`src/verilog/rv32i_types.sv`:
```
package rv32i_types;

    // reorder buffer tag width
    localparam int rob_idx_w = 5;

    // branch station sizing
    localparam int br_rs_depth = 4;
    localparam int br_rs_ptr_w = $clog2(br_rs_depth);

    // major opcodes resolved by the branch cluster
    typedef enum logic [6:0] {
        op_b_jal  = 7'b1101111,
        op_b_jalr = 7'b1100111,
        op_b_br   = 7'b1100011
    } br_opcode_t;

    // funct3 of the conditional branches
    typedef enum logic [2:0] {
        branch_f3_beq  = 3'b000,
        branch_f3_bne  = 3'b001,
        branch_f3_blt  = 3'b100,
        branch_f3_bge  = 3'b101,
        branch_f3_bltu = 3'b110,
        branch_f3_bgeu = 3'b111
    } branch_f3_t;

    // written by dispatch, operands may still be pending on a rob tag
    typedef struct packed {
        logic                 valid;
        logic [31:0]          pc;
        logic [31:0]          inst;
        br_opcode_t           opcode;
        branch_f3_t           brop;
        logic [31:0]          imm_sext;
        logic [4:0]           rs1_addr;
        logic [4:0]           rs2_addr;
        logic [4:0]           rd_addr;
        logic                 regf_we;
        logic [rob_idx_w-1:0] rd_rob_idx;
        logic                 rs1_ready;
        logic [31:0]          rs1_data;
        logic [rob_idx_w-1:0] rs1_rob_idx;
        logic                 rs2_ready;
        logic [31:0]          rs2_data;
        logic [rob_idx_w-1:0] rs2_rob_idx;
        logic [31:0]          pc_new;
    } br_dispatch_t;

    // issued entry, both operands resolved
    typedef struct packed {
        logic                 valid;
        logic [31:0]          pc;
        logic [31:0]          inst;
        br_opcode_t           opcode;
        branch_f3_t           brop;
        logic [31:0]          imm_sext;
        logic [4:0]           rs1_addr;
        logic [4:0]           rs2_addr;
        logic [4:0]           rd_addr;
        logic                 regf_we;
        logic [rob_idx_w-1:0] rd_rob_idx;
        logic [31:0]          rs1_data;
        logic [31:0]          rs2_data;
        logic [31:0]          pc_new;
    } reservation_station_t;

    // result broadcast from the other execute units
    typedef struct packed {
        logic                 valid;
        logic [rob_idx_w-1:0] rob_idx;
        logic [31:0]          data;
    } cdb_wake_t;

    // result towards the reorder buffer
    typedef struct packed {
        logic                 valid;
        logic [31:0]          pc;
        logic [31:0]          inst;
        logic [4:0]           rd_addr;
        logic [4:0]           rs1_addr;
        logic [4:0]           rs2_addr;
        logic [rob_idx_w-1:0] rd_rob_idx;
        logic [31:0]          rd_data;
        logic                 regf_we;
        logic                 br_en;
        logic [31:0]          pc_new;
    } to_writeback_t;

endpackage

```
`src/verilog/br_station.sv`:
```
`timescale 1ns/1ps

module br_station (
    input  logic                              clk,
    input  logic                              rst_n,
    input  rv32i_types::br_dispatch_t         dispatch_in,
    input  rv32i_types::cdb_wake_t            cdb_in,
    input  logic                              wb_stall,
    input  logic                              flush,
    output rv32i_types::reservation_station_t issue_entry,
    output logic                              station_full
);

    // entry storage, meaning given by head/count only
    rv32i_types::br_dispatch_t entries [rv32i_types::br_rs_depth];

    logic [rv32i_types::br_rs_ptr_w-1:0] head;
    logic [rv32i_types::br_rs_ptr_w-1:0] tail;
    logic [rv32i_types::br_rs_ptr_w:0]   count;

    rv32i_types::br_dispatch_t head_entry;
    rv32i_types::br_dispatch_t disp_entry;
    logic                      head_ready;
    logic                      do_issue;
    logic                      do_dispatch;

    assign station_full = (count == (rv32i_types::br_rs_ptr_w + 1)'(rv32i_types::br_rs_depth));

    assign head_entry = entries[head];
    assign head_ready = (count != '0) && head_entry.rs1_ready && head_entry.rs2_ready;

    // strict program order, only the head may leave
    assign do_issue    = head_ready && !wb_stall && !flush;
    // a dispatch during the redirect cycle is younger than the taken branch
    assign do_dispatch = dispatch_in.valid && !station_full && !flush;

    // operand capture when the broadcast lands in the dispatch cycle
    always_comb begin
        disp_entry = dispatch_in;
        if (cdb_in.valid && !dispatch_in.rs1_ready &&
            (dispatch_in.rs1_rob_idx == cdb_in.rob_idx)) begin
            disp_entry.rs1_ready = 1'b1;
            disp_entry.rs1_data  = cdb_in.data;
        end
        if (cdb_in.valid && !dispatch_in.rs2_ready &&
            (dispatch_in.rs2_rob_idx == cdb_in.rob_idx)) begin
            disp_entry.rs2_ready = 1'b1;
            disp_entry.rs2_data  = cdb_in.data;
        end
    end

    // head presented to the branch unit
    always_comb begin
        issue_entry            = '0;
        issue_entry.valid      = do_issue;
        issue_entry.pc         = head_entry.pc;
        issue_entry.inst       = head_entry.inst;
        issue_entry.opcode     = head_entry.opcode;
        issue_entry.brop       = head_entry.brop;
        issue_entry.imm_sext   = head_entry.imm_sext;
        issue_entry.rs1_addr   = head_entry.rs1_addr;
        issue_entry.rs2_addr   = head_entry.rs2_addr;
        issue_entry.rd_addr    = head_entry.rd_addr;
        issue_entry.regf_we    = head_entry.regf_we;
        issue_entry.rd_rob_idx = head_entry.rd_rob_idx;
        issue_entry.rs1_data   = head_entry.rs1_data;
        issue_entry.rs2_data   = head_entry.rs2_data;
        issue_entry.pc_new     = head_entry.pc_new;
    end

    // cdb wakeup on every slot, then the new entry at the tail
    always_ff @(posedge clk) begin
        for (int i = 0; i < rv32i_types::br_rs_depth; i++) begin
            if (cdb_in.valid && !entries[i].rs1_ready &&
                (entries[i].rs1_rob_idx == cdb_in.rob_idx)) begin
                entries[i].rs1_ready <= 1'b1;
                entries[i].rs1_data  <= cdb_in.data;
            end
            if (cdb_in.valid && !entries[i].rs2_ready &&
                (entries[i].rs2_rob_idx == cdb_in.rob_idx)) begin
                entries[i].rs2_ready <= 1'b1;
                entries[i].rs2_data  <= cdb_in.data;
            end
        end
        // tail slot is free, so the wakeup above never targets it
        if (do_dispatch) begin
            entries[tail] <= disp_entry;
        end
    end

    // queue pointers and occupancy
    always_ff @(posedge clk) begin
        if (!rst_n) begin
            head  <= '0;
            tail  <= '0;
            count <= '0;
        end else if (flush) begin
            // everything queued is younger than the taken branch
            head  <= '0;
            tail  <= '0;
            count <= '0;
        end else begin
            if (do_dispatch) begin
                tail <= tail + 1'b1;
            end
            if (do_issue) begin
                head <= head + 1'b1;
            end
            if (do_dispatch && !do_issue) begin
                count <= count + 1'b1;
            end else if (do_issue && !do_dispatch) begin
                count <= count - 1'b1;
            end
        end
    end

endmodule

```
`src/verilog/br_unit.sv`:
```
`timescale 1ns/1ps

module br_unit (
    input  logic                              clk,
    input  logic                              rst_n,
    input  rv32i_types::reservation_station_t next_execute,
    output rv32i_types::to_writeback_t        execute_output
);

    // clk and rst_n kept for the common execute-unit port list
    // resolution itself is purely combinational

    logic [31:0]        base;
    logic [31:0]        offset;
    logic [31:0]        target;
    logic [31:0]        link;
    logic               taken;
    logic signed [31:0] rs1_s;
    logic signed [31:0] rs2_s;

    assign rs1_s = $signed(next_execute.rs1_data);
    assign rs2_s = $signed(next_execute.rs2_data);

    // target operands, taken flag and link value
    always_comb begin
        base   = '0;
        offset = '0;
        taken  = 1'b0;
        link   = '0;

        if (next_execute.valid) begin
            case (next_execute.opcode)
                rv32i_types::op_b_jal: begin
                    base   = next_execute.pc;
                    offset = next_execute.imm_sext;
                    taken  = 1'b1;
                    link   = next_execute.pc + 32'd4;
                end
                rv32i_types::op_b_jalr: begin
                    base   = next_execute.rs1_data;
                    offset = next_execute.imm_sext;
                    taken  = 1'b1;
                    link   = next_execute.pc + 32'd4;
                end
                rv32i_types::op_b_br: begin
                    base   = next_execute.pc;
                    offset = next_execute.imm_sext;
                    // conditional branches write no register
                    case (next_execute.brop)
                        rv32i_types::branch_f3_beq:  taken = (rs1_s == rs2_s);
                        rv32i_types::branch_f3_bne:  taken = (rs1_s != rs2_s);
                        rv32i_types::branch_f3_blt:  taken = (rs1_s < rs2_s);
                        rv32i_types::branch_f3_bge:  taken = (rs1_s >= rs2_s);
                        rv32i_types::branch_f3_bltu: begin
                            taken = (next_execute.rs1_data < next_execute.rs2_data);
                        end
                        rv32i_types::branch_f3_bgeu: begin
                            taken = (next_execute.rs1_data >= next_execute.rs2_data);
                        end
                        default: taken = 1'b0;
                    endcase
                end
                default: begin
                    base   = '0;
                    offset = '0;
                end
            endcase
        end

        target = base + offset;
    end

    // result record, all zero when nothing issues
    always_comb begin
        execute_output = '0;

        if (next_execute.valid) begin
            execute_output.valid      = 1'b1;
            execute_output.pc         = next_execute.pc;
            execute_output.inst       = next_execute.inst;
            execute_output.rd_addr    = next_execute.rd_addr;
            execute_output.rs1_addr   = next_execute.rs1_addr;
            execute_output.rs2_addr   = next_execute.rs2_addr;
            execute_output.rd_rob_idx = next_execute.rd_rob_idx;
            execute_output.rd_data    = link;
            execute_output.regf_we    = next_execute.regf_we;
            execute_output.br_en      = taken;
            // predicted not taken, so the fall-through stays when not taken
            if (taken) begin
                execute_output.pc_new = target;
            end else begin
                execute_output.pc_new = next_execute.pc_new;
            end
        end
    end

endmodule

```
`src/verilog/br_complete.sv`:
```
`timescale 1ns/1ps

module br_complete (
    input  logic                       clk,
    input  logic                       rst_n,
    input  rv32i_types::to_writeback_t resolved,
    input  logic                       wb_stall,
    output rv32i_types::to_writeback_t wb_out,
    output logic                       redirect,
    output logic [31:0]                redirect_pc,
    output logic                       flush
);

    // result payload and its valid bit
    rv32i_types::to_writeback_t out_payload;
    logic                       out_valid;
    logic                       load;

    // rob back-pressure freezes the stage
    assign load = !wb_stall;

    always_ff @(posedge clk) begin
        if (load) begin
            out_payload <= resolved;
        end
    end

    always_ff @(posedge clk) begin
        if (!rst_n) begin
            out_valid <= 1'b0;
        end else if (load) begin
            // drops back to zero when the station had nothing to issue
            out_valid <= resolved.valid;
        end
    end

    // one pulse per taken result, never again while held
    always_ff @(posedge clk) begin
        if (!rst_n) begin
            redirect <= 1'b0;
        end else begin
            redirect <= load && resolved.valid && resolved.br_en;
        end
    end

    always_comb begin
        wb_out       = out_payload;
        wb_out.valid = out_valid;
    end

    assign redirect_pc = out_payload.pc_new;

    // every taken branch is a mispredict, so the redirect also flushes
    assign flush = redirect;

endmodule

```
`src/verilog/br_exec_top.sv`:
```
`timescale 1ns/1ps

module br_exec_top (
    input  logic                       clk,
    input  logic                       rst_n,
    input  rv32i_types::br_dispatch_t  dispatch_in,
    input  rv32i_types::cdb_wake_t     cdb_in,
    input  logic                       wb_stall,
    output logic                       station_full,
    output rv32i_types::to_writeback_t wb_out,
    output logic                       redirect,
    output logic [31:0]                redirect_pc
);

    rv32i_types::reservation_station_t issue_entry;
    rv32i_types::to_writeback_t        resolved;
    logic                              flush;

    // in-order station with cdb wakeup
    br_station i_br_station (
        .clk          (clk),
        .rst_n        (rst_n),
        .dispatch_in  (dispatch_in),
        .cdb_in       (cdb_in),
        .wb_stall     (wb_stall),
        .flush        (flush),
        .issue_entry  (issue_entry),
        .station_full (station_full)
    );

    // same-cycle resolution
    br_unit i_br_unit (
        .clk            (clk),
        .rst_n          (rst_n),
        .next_execute   (issue_entry),
        .execute_output (resolved)
    );

    // writeback register and redirect
    br_complete i_br_complete (
        .clk         (clk),
        .rst_n       (rst_n),
        .resolved    (resolved),
        .wb_stall    (wb_stall),
        .wb_out      (wb_out),
        .redirect    (redirect),
        .redirect_pc (redirect_pc),
        .flush       (flush)
    );

endmodule

```
`config.mk`:
```
export PLATFORM = sky130hd
export DESIGN_NAME = br_exec_top
export DESIGN_NICKNAME = d
export VERILOG_FILES = /design/src/verilog/rv32i_types.sv /design/src/verilog/br_station.sv /design/src/verilog/br_unit.sv /design/src/verilog/br_complete.sv /design/src/verilog/br_exec_top.sv
export SDC_FILE = /design/constraint.sdc
export NUM_CORES = 1
export LEC_CHECK = 0
export ABC_CLOCK_PERIOD_IN_PS = 6700
export BUFFER_PORTS_ARGS = -buffer_cell sky130_fd_sc_hd__buf_2
export CAP_MARGIN = 20
export CORE_UTILIZATION = 30
export DETAILED_ROUTE_END_ITERATION = 6
export HOLD_SLACK_MARGIN = 0.08
export MAX_ROUTING_LAYER = met4
export PLACE_DENSITY_LB_ADDON = 0.1
export SETUP_SLACK_MARGIN = 0.02
export SKIP_CTS_REPAIR_TIMING = 1
export SLEW_MARGIN = 10
export SYNTH_ARGS = -nofsm -noshare
export SYNTH_HDL_FRONTEND = slang
export SYNTH_SLANG_ARGS = --single-unit
```
`constraint.sdc`:
```
create_clock -name clk -period 6.7 [get_ports clk]
set_clock_uncertainty 0.2 [all_clocks]
set_input_delay 1.005 -clock clk [delete_from_list [all_inputs] [get_ports clk]]
set_output_delay 1.005 -clock clk [all_outputs]
set_load 0.02 [all_outputs]
```
Word level (Yosys, flattened, before mapping):

Memory sizes are Yosys's and may differ from the RTL's. A register that Yosys moved wholly into a read port is not among the register bits.
Cells that the tools add are included.

* add/sub/neg operators: 6
* $lt $le $gt $ge: 4
* equality and inequality tests: 21
* muxes and demuxes: 34
* bitwise gates (word level): 1
* reductions and logical operators: 53

Operator list (count)
* 32-bit 2-to-1 mux: 5
* 151-bit 2-to-1 mux: 1
* 33-bit 2-to-1 mux: 2
* 32-bit greater-or-equal comparator: 2
* 32-bit less-than comparator: 2
* 32-bit case mux with 2 select lines: 1
* 5-bit equality test: 10
* 32-bit by 3-bit adder with 32-bit output (second input constant): 1
* 32-bit adder: 1
* 32-bit equality test: 1
* 32-bit != test: 1
* 1-bit logical AND: 30
* 7-bit equality test (second input constant): 3
* 1-bit 2-to-1 mux: 19
* 3-bit equality test (second input constant): 5
* 1-bit logical NOT: 15
* 3-bit 2-to-1 mux: 2
* 1-bit case mux with 6 select lines: 1
* 2-bit OR reduction: 3
* 2-bit by 1-bit adder with 2-bit output (second input constant): 2
* 2-bit 2-to-1 mux: 2
* 3-bit by 1-bit adder with 3-bit output (second input constant): 1
* 3-bit by 1-bit equality test with 1-bit output (second input constant): 1
* 3-bit logical NOT: 1
* other kinds (7): 7

* flip-flop bits (word level): 159
* memory bits (writable): 944
* output and inout bits: 185
* word-level logic and storage cells: 135
* memories kept: 1

Memory list
* i_br_station.entries: depth 4, width 236, rd ports 5, clocked after Yosys merged registers in 1, wr ports 5, RTL line br_station.sv:15 `rv32i_types::br_dispatch_t entries [rv32i_types::br_rs_depth];`

Depth between registers and ports, before layout:

* depth after elaboration: 11
* mapped depth: 23
* mapped depth without buffers: 17

Hierarchy:

A second synthesis with hierarchy kept.

* cell total of the unflattened synthesis: 2624
* area total of the unflattened synthesis: 47548.1 µm²

By module, submodules not included
* br_station: times used 1, cells each 1666, area each 37845.0 µm²
* br_unit: times used 1, cells each 768, area each 4874.7 µm²
* br_complete: times used 1, cells each 190, area each 4828.4 µm²

Worst setup path before layout:

No wires, ideal clock.

* path type: input to register
* start: input dispatch_in[235] (netlist bit)
* end: memory i_br_station.entries[0][0] (netlist bit), enable pin
* arrival: 4.782 ns
* data required time: 5.978 ns
* path slack: 1.196 ns
* stages on the path: 4
* buffers on the path: 0
* cell sequence: nand2b_1 nor2_1 nand2_1 inv_1

RTL lines
* start, declared: RTL line br_exec_top.sv:6 `input rv32i_types::br_dispatch_t dispatch_in,`
* end, declared: RTL line br_station.sv:15

==> results summary <==
The run finished with clean final reports. The number of rows created at floorplan is 145. On the critical path, the stage with the largest delay is an instance of sky130_fd_sc_hd__nor3_1. The clock-pin slew on the worst setup and hold paths came out at 0.06 ns. The relative contribution of sequential cells to total power came out at 43.5%. Power spread over the standard cell area amounts to 359.8 nW/um^2. Summed over all layers, the global routing overflow is 0. The final hold slack is 0.2723 ns.

In this run the register-to-register setup slack is 0.79 ns. The switching share of total power came out at 28.24%. The tightest min-delay check is of the primary input to flip-flop type. Setup repair after global routing left no endpoint under its margin. The number of instances in the synthesized netlist is 2,584. The number of global-route vias before repair is 26,623. The max-slew violation count came out at 0. Entering global routing, the biggest net connects 105 pins. STA classifies the critical path startpoint as a flip-flop.

The setup TNS after final layout is 0 ns. Of the cells placed in the final design, the portion with a size suffix greater than 1 is 37.64%. In this run the remaining antenna-violating nets after routing total 0. The final wirelength is 143,500 um. The final-stage net count came out at 3,434. The number of antenna violations at the first check in global routing came to 73. The number of distinct standard cells referenced by the synthesized netlist came out at 66. The startpoint identified for the worst hold timing path is dispatch_in[8]. The ratio of routed vias to standard cells came out at 4.858. Derived from the worst setup path, the maximum achievable clock frequency is 0.1691 GHz. Buffers inserted during clock tree synthesis total 135.

For the worst setup path, the data arrival time is 6.20 ns. The number of nets handed over by synthesis was 2,932. TritonCTS built the clock tree.

The mean instance size in the synthesized netlist is 18.27 sq um. Fill cells in the final layout number 14,704. The height of the die is 398.7 um. In this run, synthesis inferred 1,089 flip-flops with an integrated enable.

The overall routing resource usage came out at 18.47%. The share of total power in the clock network is 35.1%. The worst setup path is of the flip-flop to flip-flop kind. The share of the yosys chip area belonging to registers came out at 69.76%. The half-perimeter wire length after detailed placement is 93,050 um. For hold timing, the worst endpoint is i_br_station.entries[2][8]. The full die area came out at 159,000 sq um.

The total instance count after detailed placement came out at 5,007. The I/O pin count is 462. The largest stage delay on the critical path came out at 0.95 ns. The die outline width is 398.7 um.

The worst setup path is captured at a flip-flop. The worst register-to-register path ends at i_br_complete.redirect_pc[31]. The internal power component came out at 14.53 mW.

The actual slew at the worst max-slew pin came out at 1.156 ns. The vias after detailed routing came out at 25,632. The power spent charging and discharging nets is 5.718 mW. The final weighted congestion in routability-driven placement came out at 0.8137.

The least setup slack across all paths after layout is 0.7881 ns. The number of synthesized register bits is 1,101. The design draws 20.25 mW. The cell depth of the worst flop-to-flop path came out at 12. The CTS H-tree depth came out at 4. The worst setup slack before clock tree synthesis came out at 0.5620 ns. The routed length per instance is 27.20 um. The clock sink total is 1,101. The largest voltage drop on the vdd net came out at 0.2558 mV.

Among the stages of the critical path, the cell type that occurs most often is sky130_fd_sc_hd__buf_12. The relative slew slack is 22.37%. The netlist area before placement is 47,220 sq um. The data required time at the worst endpoint came out at 6.99 ns. The count of input and output buffers came out at 461.

The first-pass GRT wire length is 201,900 um. The final standard cell count with taps included and fillers excluded came out at 5,276. The number of maximum-capacitance violations is 0.

The floorplan step defined a core boundary enclosing 156,200 sq um. After detailed routing, the number of remaining DRC violations is 0. In the finished design, the share of the clock period the worst path needs comes to 88.24%.

The setup violation total in the final timing report is 0. The later pin in the worst-skew pair is clocked with a latency of 0.76 ns. The first detailed-routing pass took 5 iterations. Of all nets on the critical path, the largest fanout is 92. The leakage power of the design came out at 19.07 nW.

In the synthesized netlist the dominant register cell turns out to be sky130_fd_sc_hd__edfxtp_1. In the synthesized netlist the async set-or-reset flop fraction comes to 0%. The cell chosen for the clock root is sky130_fd_sc_hd__clkbuf_16. The maximum buffer depth of the clock tree is 3. The warning count from the yosys run came out at 0. The number of endpoints with negative hold slack in the final report came out at 0.

Along the worst hold path, the cell count comes to 1. For this block, the initial DRC count from the detailed router was 1,922. The post-layout minimum cycle time came out at 5.912 ns.

Combinational cells account for 21.4% of the total power. The growth of design area from synthesis to finish is 19.20%. The critical path goes through buf_12 -> mux4_2 -> ha_1 -> nand2_1 -> nor3_1 -> o311ai_0 -> nand3_1 -> a41oi_1 -> a21oi_4 -> buf_12 -> nor3b_1 -> a311o_1. For this configuration, the core starts out at a cell density of 30.23%.
==> Yosys cell counts, types with 3 or more instances <==
master | count | share of area (%)
sky130_fd_sc_hd__a211oi_2 | 3 | 0.080
sky130_fd_sc_hd__a21boi_0 | 3 | 0.048
sky130_fd_sc_hd__a21o_1 | 14 | 0.22
sky130_fd_sc_hd__a21oi_1 | 49 | 0.52
sky130_fd_sc_hd__a22oi_1 | 33 | 0.52
sky130_fd_sc_hd__a311oi_1 | 3 | 0.056
sky130_fd_sc_hd__and2_1 | 87 | 1.2
sky130_fd_sc_hd__and3_1 | 9 | 0.12
sky130_fd_sc_hd__and4_1 | 6 | 0.11
sky130_fd_sc_hd__buf_1 | 4 | 0.032
sky130_fd_sc_hd__buf_2 | 20 | 0.21
sky130_fd_sc_hd__buf_4 | 39 | 0.62
sky130_fd_sc_hd__buf_6 | 7 | 0.17
sky130_fd_sc_hd__clkbuf_1 | 78 | 0.62
sky130_fd_sc_hd__dfxtp_1 | 12 | 0.51
sky130_fd_sc_hd__edfxtp_1 | 1089 | 69
sky130_fd_sc_hd__ha_1 | 69 | 1.8
sky130_fd_sc_hd__inv_1 | 54 | 0.43
sky130_fd_sc_hd__mux2_2 | 256 | 6.1
sky130_fd_sc_hd__mux2i_1 | 26 | 0.55
sky130_fd_sc_hd__mux4_2 | 218 | 10
sky130_fd_sc_hd__nand2_1 | 61 | 0.48
sky130_fd_sc_hd__nand2b_1 | 6 | 0.080
sky130_fd_sc_hd__nand3_1 | 20 | 0.21
sky130_fd_sc_hd__nand3b_1 | 4 | 0.064
sky130_fd_sc_hd__nand4_1 | 17 | 0.23
sky130_fd_sc_hd__nand4b_1 | 10 | 0.19
sky130_fd_sc_hd__nor2_1 | 133 | 1.1
sky130_fd_sc_hd__nor2b_1 | 42 | 0.56
sky130_fd_sc_hd__nor3_1 | 11 | 0.12
sky130_fd_sc_hd__nor3b_1 | 4 | 0.064
sky130_fd_sc_hd__nor4_1 | 9 | 0.12
sky130_fd_sc_hd__nor4b_1 | 3 | 0.056
sky130_fd_sc_hd__o211ai_1 | 6 | 0.095
sky130_fd_sc_hd__o21a_1 | 7 | 0.11
sky130_fd_sc_hd__o21ai_0 | 23 | 0.24
sky130_fd_sc_hd__o21bai_1 | 4 | 0.064
sky130_fd_sc_hd__or3_1 | 6 | 0.080
sky130_fd_sc_hd__xnor2_1 | 43 | 0.80
sky130_fd_sc_hd__xor2_1 | 61 | 1.1
==> how the worst max path moves through the flow <==
| stage | to | slack, ns | depth (start not counted) |
|---|---|---|---|
| 2_1_floorplan | i_br_station.entries[0][0] | 1.20 | 4 |
| 3_3_place_gp | i_br_complete.redirect_pc[31] | 0.53 | 12 |
| 3_5_place_dp | i_br_complete.redirect_pc[31] | 0.56 | 12 |
| 4_1_cts | i_br_complete.redirect_pc[31] | 0.55 | 12 |
| 5_1_grt | i_br_complete.redirect_pc[31] | 0.51 | 12 |
| 6_report | i_br_complete.redirect_pc[31] | 0.79 | 12 |
==> cell usage in the layout (no fill, tap or decap), types with 12 or more instances in the layout <==
cell type,n
sky130_fd_sc_hd__edfxtp_1,1089
sky130_fd_sc_hd__buf_2,461
sky130_fd_sc_hd__mux2_2,256
sky130_fd_sc_hd__mux4_2,218
sky130_fd_sc_hd__clkbuf_16,140
sky130_fd_sc_hd__nor2_1,125
sky130_fd_sc_hd__and2_1,87
sky130_fd_sc_hd__ha_1,69
sky130_fd_sc_hd__xor2_1,61
sky130_fd_sc_hd__nand2_1,60
sky130_fd_sc_hd__a21oi_1,49
sky130_fd_sc_hd__inv_1,48
sky130_fd_sc_hd__buf_4,44
sky130_fd_sc_hd__xnor2_1,43
sky130_fd_sc_hd__nor2b_1,41
sky130_fd_sc_hd__diode_2,35
sky130_fd_sc_hd__a22oi_1,33
sky130_fd_sc_hd__clkbuf_1,28
sky130_fd_sc_hd__mux2i_1,26
sky130_fd_sc_hd__clkinv_1,25
sky130_fd_sc_hd__o21ai_0,23
sky130_fd_sc_hd__nand3_1,20
sky130_fd_sc_hd__nand4_1,17
sky130_fd_sc_hd__a21o_1,14
sky130_fd_sc_hd__clkinv_2,13
sky130_fd_sc_hd__bufinv_16,12
==> metal layers <==
metal  track usage [%]  wire [um]  part of all wire, %
met1             24.41      64090                   45
met3             4.269       8981                  6.3
met5                 -          0                    0
met2             28.87      67910                   47
met4             4.057       2532                  1.8
==> area by class of cell <==
class	instances	area, sq um	area share, %
clock inverters	66	686.9	1.220
multi-input cells	1280	13340	23.69
inverters	55	244.0	0.4335
clock buffers	168	3608	6.411
flip-flops and latches	1101	32950	58.54
diodes	35	87.58	0.1556
repair buffers	513	2798	4.971
well taps	2058	2575	4.575
==> per-stage QoR <==
step	cell area [sq um]	utilization, %
after floorplan	47220	-
after global placement	51900	33.23
after detailed placement	51900	33.23
after CTS	56200	35.98
after global routing	56270	36.02
final	56290	36.03
==> registers in the layout, indices dropped and copies added, names as in the netlist, named ones only <==
| signal | count |
|---|---|
| i_br_station.entries | 940 |
| i_br_station.tail | 2 |
| i_br_complete.flush | 1 |
| i_br_station.count | 3 |
| i_br_complete.redirect_pc | 32 |
| i_br_complete.out_valid | 1 |
| i_br_complete.wb_out | 118 |
| i_br_station.head | 2 |
==> critical path, delay by kind of cell, from the launching register on <==
kind / cells / cell delay, ns
adders and majority gates: 1 / 0.45
AOI/OAI and AO/OA: 4 / 1.25
DFF: 1 / 0.45
buffers and inverters: 2 / 0.92
and+or+nand+nor: 4 / 1.56
muxes: 1 / 0.67
==> power groups by stage <==
stage | sequential (mW) | combinational (mW) | clock [mW]
3_5_place_dp | 8.97 | 4.47 | 0
2_1_floorplan | 9.07 | 2.66 | 0
6_report | 8.81 | 4.34 | 7.11
5_1_grt | 8.88 | 4.69 | 7.55
4_1_cts | 8.83 | 4.49 | 7.31
3_3_place_gp | 8.92 | 4.46 | 0
==> cells by family after synthesis <==
group,Yosys count,share of synthesized area [%]
flops,1101,69.76
mux,500,17.05
simple gates,436,4.846
buf+inv,203,2.088
compound gates,169,2.406
xor+xnor,104,1.929
fa+ha+maj,71,1.913
No activity file was read; power rests on OpenSTA's default activity.
